## config.mk

```make
export PLATFORM = sky130hd
export DESIGN_NAME = iopage
export DESIGN_NICKNAME = d
export VERILOG_FILES = /design/src/hw/bus_pkg.sv /design/src/hw/dma_fill.sv /design/src/hw/iopage.sv
export VERILOG_INCLUDE_DIRS = /design/src /design/src/hw
export SDC_FILE = /design/constraint.sdc
export NUM_CORES = 1
export LEC_CHECK = 0
export BUFFER_PORTS_ARGS = -buffer_cell sky130_fd_sc_hd__buf_4
export CAP_MARGIN = 10
export CORE_MARGIN = 2
export CORE_UTILIZATION = 25
export CTS_BUF_LIST = sky130_fd_sc_hd__clkbuf_4 sky130_fd_sc_hd__clkbuf_8
export DETAILED_ROUTE_END_ITERATION = 10
export PLACE_DENSITY = 0.44
export SYNTH_ARGS = -nofsm -noshare
export SYNTH_HDL_FRONTEND = slang
export SYNTH_HIERARCHICAL = 1
export SYNTH_SLANG_ARGS = --single-unit
```

## constraint.sdc

```tcl
create_clock -name clk -period 8.36 [get_ports clk]
set_clock_uncertainty 0.1 [all_clocks]
set_input_delay 1.672 -clock clk [delete_from_list [all_inputs] [get_ports clk]]
set_output_delay 1.672 -clock clk [all_outputs]
set_load 0.03 [all_outputs]
```

## src/hw/bus_consts.svh

```systemverilog
/*
 * i/o page register addresses and fill device constants
 * for the pdp-11 memory and i/o bus
 */
`ifndef BUS_CONSTS_SVH
`define BUS_CONSTS_SVH

// processor status word and switch/display register
`define BUS_PSW_ADDR        16'o177776
`define BUS_SWR_ADDR        16'o177570

// memory-fill dma device registers
`define BUS_FILL_ADDR_REG   16'o177700
`define BUS_FILL_COUNT_REG  16'o177702
`define BUS_FILL_DATA_REG   16'o177704
`define BUS_FILL_CSR_REG    16'o177706

`define BUS_FILL_VECTOR     8'o220

// fill csr bits
`define BUS_FILL_GO_BIT     0
`define BUS_FILL_IE_BIT     6
`define BUS_FILL_DONE_BIT   7

`define BUS_RAM_WORDS       16384

`endif

```

## src/hw/bus_pkg.sv

```systemverilog
/*
 * bus request types shared by the cpu side, the i/o page
 * and the dma devices
 */
`default_nettype none

package bus_pkg;

   // one cpu bus cycle, held until bus_ack
   typedef struct packed
   {
      logic [21:0] addr;
      logic [15:0] data;
      logic        rd;
      logic        wr;
      logic        byte_op;
   } cpu_bus_t;

   // dma memory request from an i/o page device
   // word access only, no byte lanes
   typedef struct packed
   {
      logic [17:0] addr;
      logic [15:0] data;
      logic        rd;
      logic        wr;
   } dma_bus_t;

endpackage

`default_nettype wire

```

## src/hw/dma_fill.sv

```systemverilog
/*
 * memory-fill dma device: writes a pattern into a block of
 * ram words, then flags done and interrupts with its vector
 */
`timescale 1ns/1ps
`default_nettype none

`include "bus_consts.svh"

module dma_fill
(
   input  wire                clk,
   input  wire                reset,
   input  wire          [1:0] reg_sel,
   input  wire                reg_wr,
   input  wire         [15:0] reg_data,
   input  wire                dma_ack,
   output logic        [15:0] reg_rdata,
   output logic               dma_req,
   output bus_pkg::dma_bus_t  dma,
   output logic               interrupt,
   output logic         [7:0] vector
);

   logic [15:0] fill_addr;
   logic [15:0] fill_count;
   logic [15:0] fill_data;
   logic        busy;
   logic        done;
   logic        int_enable;
   logic        step;
   logic [15:0] csr_value;

   // one word per granted cycle
   assign step = busy && dma_ack && (fill_count != 16'd0);

   always_ff @(posedge clk)
   begin
      if (reset)
      begin
         fill_addr  <= 16'd0;
         fill_count <= 16'd0;
         fill_data  <= 16'd0;
         busy       <= 1'b0;
         done       <= 1'b0;
         int_enable <= 1'b0;
      end
      else
      begin
         if (step)
         begin
            fill_addr  <= fill_addr + 16'd2;
            fill_count <= fill_count - 16'd1;
         end
         if (busy && (fill_count == 16'd0))
         begin
            busy <= 1'b0;
            done <= 1'b1;
         end
         // register writes win over stepping
         if (reg_wr)
         begin
            case (reg_sel)
               2'd0: fill_addr <= reg_data;
               2'd1: fill_count <= reg_data;
               2'd2: fill_data <= reg_data;
               default:
               begin
                  int_enable <= reg_data[`BUS_FILL_IE_BIT];
                  done       <= 1'b0;
                  if (reg_data[`BUS_FILL_GO_BIT])
                     busy <= 1'b1;
               end
            endcase
         end
      end
   end

   always_comb
   begin
      csr_value = 16'd0;
      csr_value[`BUS_FILL_GO_BIT]   = busy;
      csr_value[`BUS_FILL_IE_BIT]   = int_enable;
      csr_value[`BUS_FILL_DONE_BIT] = done;
   end

   always_comb
   begin
      case (reg_sel)
         2'd0: reg_rdata = fill_addr;
         2'd1: reg_rdata = fill_count;
         2'd2: reg_rdata = fill_data;
         default: reg_rdata = csr_value;
      endcase
   end

   assign dma_req = busy && (fill_count != 16'd0);

   always_comb
   begin
      dma.addr = {2'b00, fill_addr};
      dma.data = fill_data;
      dma.rd   = 1'b0;
      dma.wr   = step;
   end

   assign interrupt = done && int_enable;
   assign vector    = interrupt ? `BUS_FILL_VECTOR : 8'd0;

endmodule

`default_nettype wire

```

## src/hw/iopage.sv

```systemverilog
/*
 * i/o page decoder: psw access, switch and display register,
 * memory-fill dma device; flags unmapped addresses
 */
`timescale 1ns/1ps
`default_nettype none

`include "bus_consts.svh"

module iopage
(
   input  wire                clk,
   input  wire                reset,
   input  bus_pkg::cpu_bus_t  cpu,
   input  wire                rd,
   input  wire                wr,
   input  wire         [15:0] psw,
   input  wire         [15:0] switches,
   input  wire                dma_ack,
   input  wire         [15:0] dma_data_in,
   output logic        [15:0] data_out,
   output logic               no_decode,
   output logic               interrupt,
   output logic         [7:0] vector,
   output logic               psw_io_wr,
   output logic        [15:0] display,
   output logic               dma_req,
   output bus_pkg::dma_bus_t  dma
);

   logic [15:0] word_addr;
   logic        sel_psw;
   logic        sel_swr;
   logic        sel_fill;
   logic        fill_wr;
   logic [15:0] fill_rdata;

   // registers decode on the word address so byte accesses hit too
   assign word_addr = {cpu.addr[15:1], 1'b0};

   assign sel_psw  = (word_addr == `BUS_PSW_ADDR);
   assign sel_swr  = (word_addr == `BUS_SWR_ADDR);
   assign sel_fill = (word_addr == `BUS_FILL_ADDR_REG) ||
                     (word_addr == `BUS_FILL_COUNT_REG) ||
                     (word_addr == `BUS_FILL_DATA_REG) ||
                     (word_addr == `BUS_FILL_CSR_REG);

   assign fill_wr   = wr && sel_fill;
   assign psw_io_wr = wr && sel_psw;
   assign no_decode = (rd || wr) && !(sel_psw || sel_swr || sel_fill);

   always_ff @(posedge clk)
   begin
      if (reset)
      begin
         display <= 16'd0;
      end
      else if (wr && sel_swr)
      begin
         if (cpu.byte_op)
         begin
            if (cpu.addr[0])
               display[15:8] <= cpu.data[7:0];
            else
               display[7:0] <= cpu.data[7:0];
         end
         else
         begin
            display <= cpu.data;
         end
      end
   end

   always_comb
   begin
      // during a dma read the ram word is put on the i/o data path
      if (dma_ack && dma.rd)
         data_out = dma_data_in;
      else if (sel_psw)
         data_out = psw;
      else if (sel_swr)
         data_out = switches;
      else if (sel_fill)
         data_out = fill_rdata;
      else
         data_out = 16'd0;
   end

   dma_fill i_dma_fill
   (
      .clk       (clk),
      .reset     (reset),
      .reg_sel   (word_addr[2:1]),
      .reg_wr    (fill_wr),
      .reg_data  (cpu.data),
      .dma_ack   (dma_ack),
      .reg_rdata (fill_rdata),
      .dma_req   (dma_req),
      .dma       (dma),
      .interrupt (interrupt),
      .vector    (vector)
   );

endmodule

`default_nettype wire

```

==> reports/results.ini <==
[logic_synthesis]
synth-edff-count=0
synth_area_leaders=dfxtp_1 28%, a21oi_1 5.8%, o21ai_0 5.7%
synthesis.area_sq_um=4710
ys_ff_latch=67
synth_top_area_share=0.285
ys_async_sr_fraction=0
yosysSeqAreaShare=0.285
synthFlopType=dfxtp_1
syn_inst=608
yosys_warnings=6
synth_common_cells=69 x nand2_1, 67 x dfxtp_1, 55 x a21oi_1
yosysTopAreaCell=dfxtp_1
avgSynthCellArea_sq_um=7.75
synth.distinct_cells=62
yosysMostFrequentCell=nand2_1

[power]
power_density_nw_per_um2=126
p_leak_nw=2.27
vdd_drop_max_v=0.0000620
p_total_mw=0.763

[floorplan]
core_area_sq_um=18600
io_pins=174
die_height_microns=141
die-width_microns=141
start_util=0.254
dieArea_sq_um=20000
rows=50

[clock_network]
cts_buffers=9
clock_sinks=67
clockBufferDepth=2
ctsHoldBuffers=0
post_cts_buffers=0
clkLatencyLatePin_ns=0.37
cts_tree=built
cts_resized=0
clkTransAtPathRegs_ns=0.07
cts_root_buf=clkbuf_8
htree_num_levels=3

[layout]
fin_util=0.326
diodes=0
fin_nets=814
drive_gt1_frac=0.291
area.growth.synth_to_final_pct=28.5

[critical_path]
cpPeakStageDelay_ns=0.61
critical_path_peak_fanout=27
required_ns=6.59
end_kind=output port
cp_cell_sequence=buf_4 > and2_1 > nand3_1 > o31ai_1 > a21oi_1 > buf_4
arrival_ns=3.92
critPathKind=input port to output port
r2r_slack_ns=5.73
cp-start-kind=input port
slowest_stage=nand3_1
crit_top_cell=buf_4

[drt]
post-route-drc-count=0
first_pass_iters=5
ant_nets=0
num_vias=5274
wl_per_cell_microns=20.3
vias_per_cell=5.52
routed_wirelength_mm=19.5
drtIter0Drc=375

[grt]
overflow=0
first_global_vias=4925
grt_first_pass_wirelength_mm=29.1
antenna_found_initial=0
grt_max_degree=50
grt_usage=0.189

[timing]
finalCriticalPeriod_ns=5.69
finalSetupTns_ns=0
hold_slack_ns=0.373
tightest_slew_ns=1.12
hold_viol=0
max_freq_mhz=176
post-route-period-util=0.681
relSlewSlack=0.248
drv_slew=0
rsz0062_at_grt=no
report.final.setup_viol=0

[status]
status=finished clean

[placement]
hpwl_mm=14.4
place_congestion=0.833
port_buffers=156

[flow_run]
maxCapViolations=0

[hold_path]
hold_class=register to register

## final timing paths
| path | start | cells past startpoint | endpoint |
|---|---|---|---|
| setup / recovery | cpu[20] | 6 | data_out[7] |
| hold / removal | display[13] | 2 | display[13] |
| setup reg to reg | i_dma_fill/fill_count[0] | 7 | i_dma_fill/fill_count[13] |
| hold reg to reg | display[13] | 2 | display[13] |
## cells by family (layout without fill, tap and decap cells)
logic type	after synthesis	in the layout	synth area share
compound gates	214	214	0.292
fa+ha+maj	2	2	0.00531
buf+inv	70	176	0.0868
flops	67	67	0.285
mux	26	26	0.0653
other cells	1	9	0.000796
simple gates	228	228	0.265
## flip-flops by register name (all words and copies together), names as in the netlist
register,count
display,16
i_dma_fill/fill_addr,16
i_dma_fill/fill_count,16
i_dma_fill/fill_data,16
i_dma_fill/busy,1
i_dma_fill/done,1
i_dma_fill/int_enable,1
## worst max-delay path, delay by kind of cell
family	cells	cell delay (ns)
AOI/OAI and AO/OA	2	0.51
buffers and inverters	2	0.51
and+or+nand+nor	2	1.18
## routing by layer
| layer | part of all wire | GRT usage | up-vias |
|---|---|---|---|
| met5 | 0 | 0 | - |
| met4 | 0.017 | 0.0526 | 0 |
| met3 | 0.046 | 0.0304 | 20 |
| met2 | 0.49 | 0.321 | 145 |
| met1 | 0.44 | 0.248 | 2565 |
| li1 | - | - | 2544 |
## cell usage in the layout, fill, tap and decap left out, drive strengths merged, types with 17 or more instances in the layout
master | synthesis | final
or2 | 18 | 18
buf | 39 | 158
o21ai | 54 | 54
nand3 | 26 | 26
a21oi | 55 | 55
nor2 | 17 | 17
o31ai | 36 | 36
dfxtp | 67 | 67
a31oi | 17 | 17
nand2 | 70 | 70
or4 | 17 | 17
## stage by stage
| step | worst slack, ns | cells | cell area (sq um) |
|---|---|---|---|
| after floorplan | 3.25 | 616 | 4740 |
| after global placement | 2.69 | 941 | 5820 |
| after detailed placement | 2.68 | 941 | 5820 |
| after CTS | 2.69 | 956 | 6060 |
| after global routing | 2.45 | 956 | 6060 |
| final | 2.67 | 956 | 6060 |
## cell type report
cell class	count	area [sq um]
well taps	234	293
clock buffers	10	131
clock inverters	5	103
fillers	1994	12500
repair buffers	158	1190
flip-flops and latches	67	1340
multi-input cells	479	2990
inverters	3	11.3
## power by group
| group | switching (mW) | internal [mW] | leakage [nW] | total (mW) |
|---|---|---|---|---|
| Clock | 0.139 | 0.199 | 0.116 | 0.339 |
| Sequential | 0.00000977 | 0.319 | 0.539 | 0.319 |
| Combinational | 0.0608 | 0.0450 | 1.62 | 0.106 |
Power figures use the tool's default switching activity.
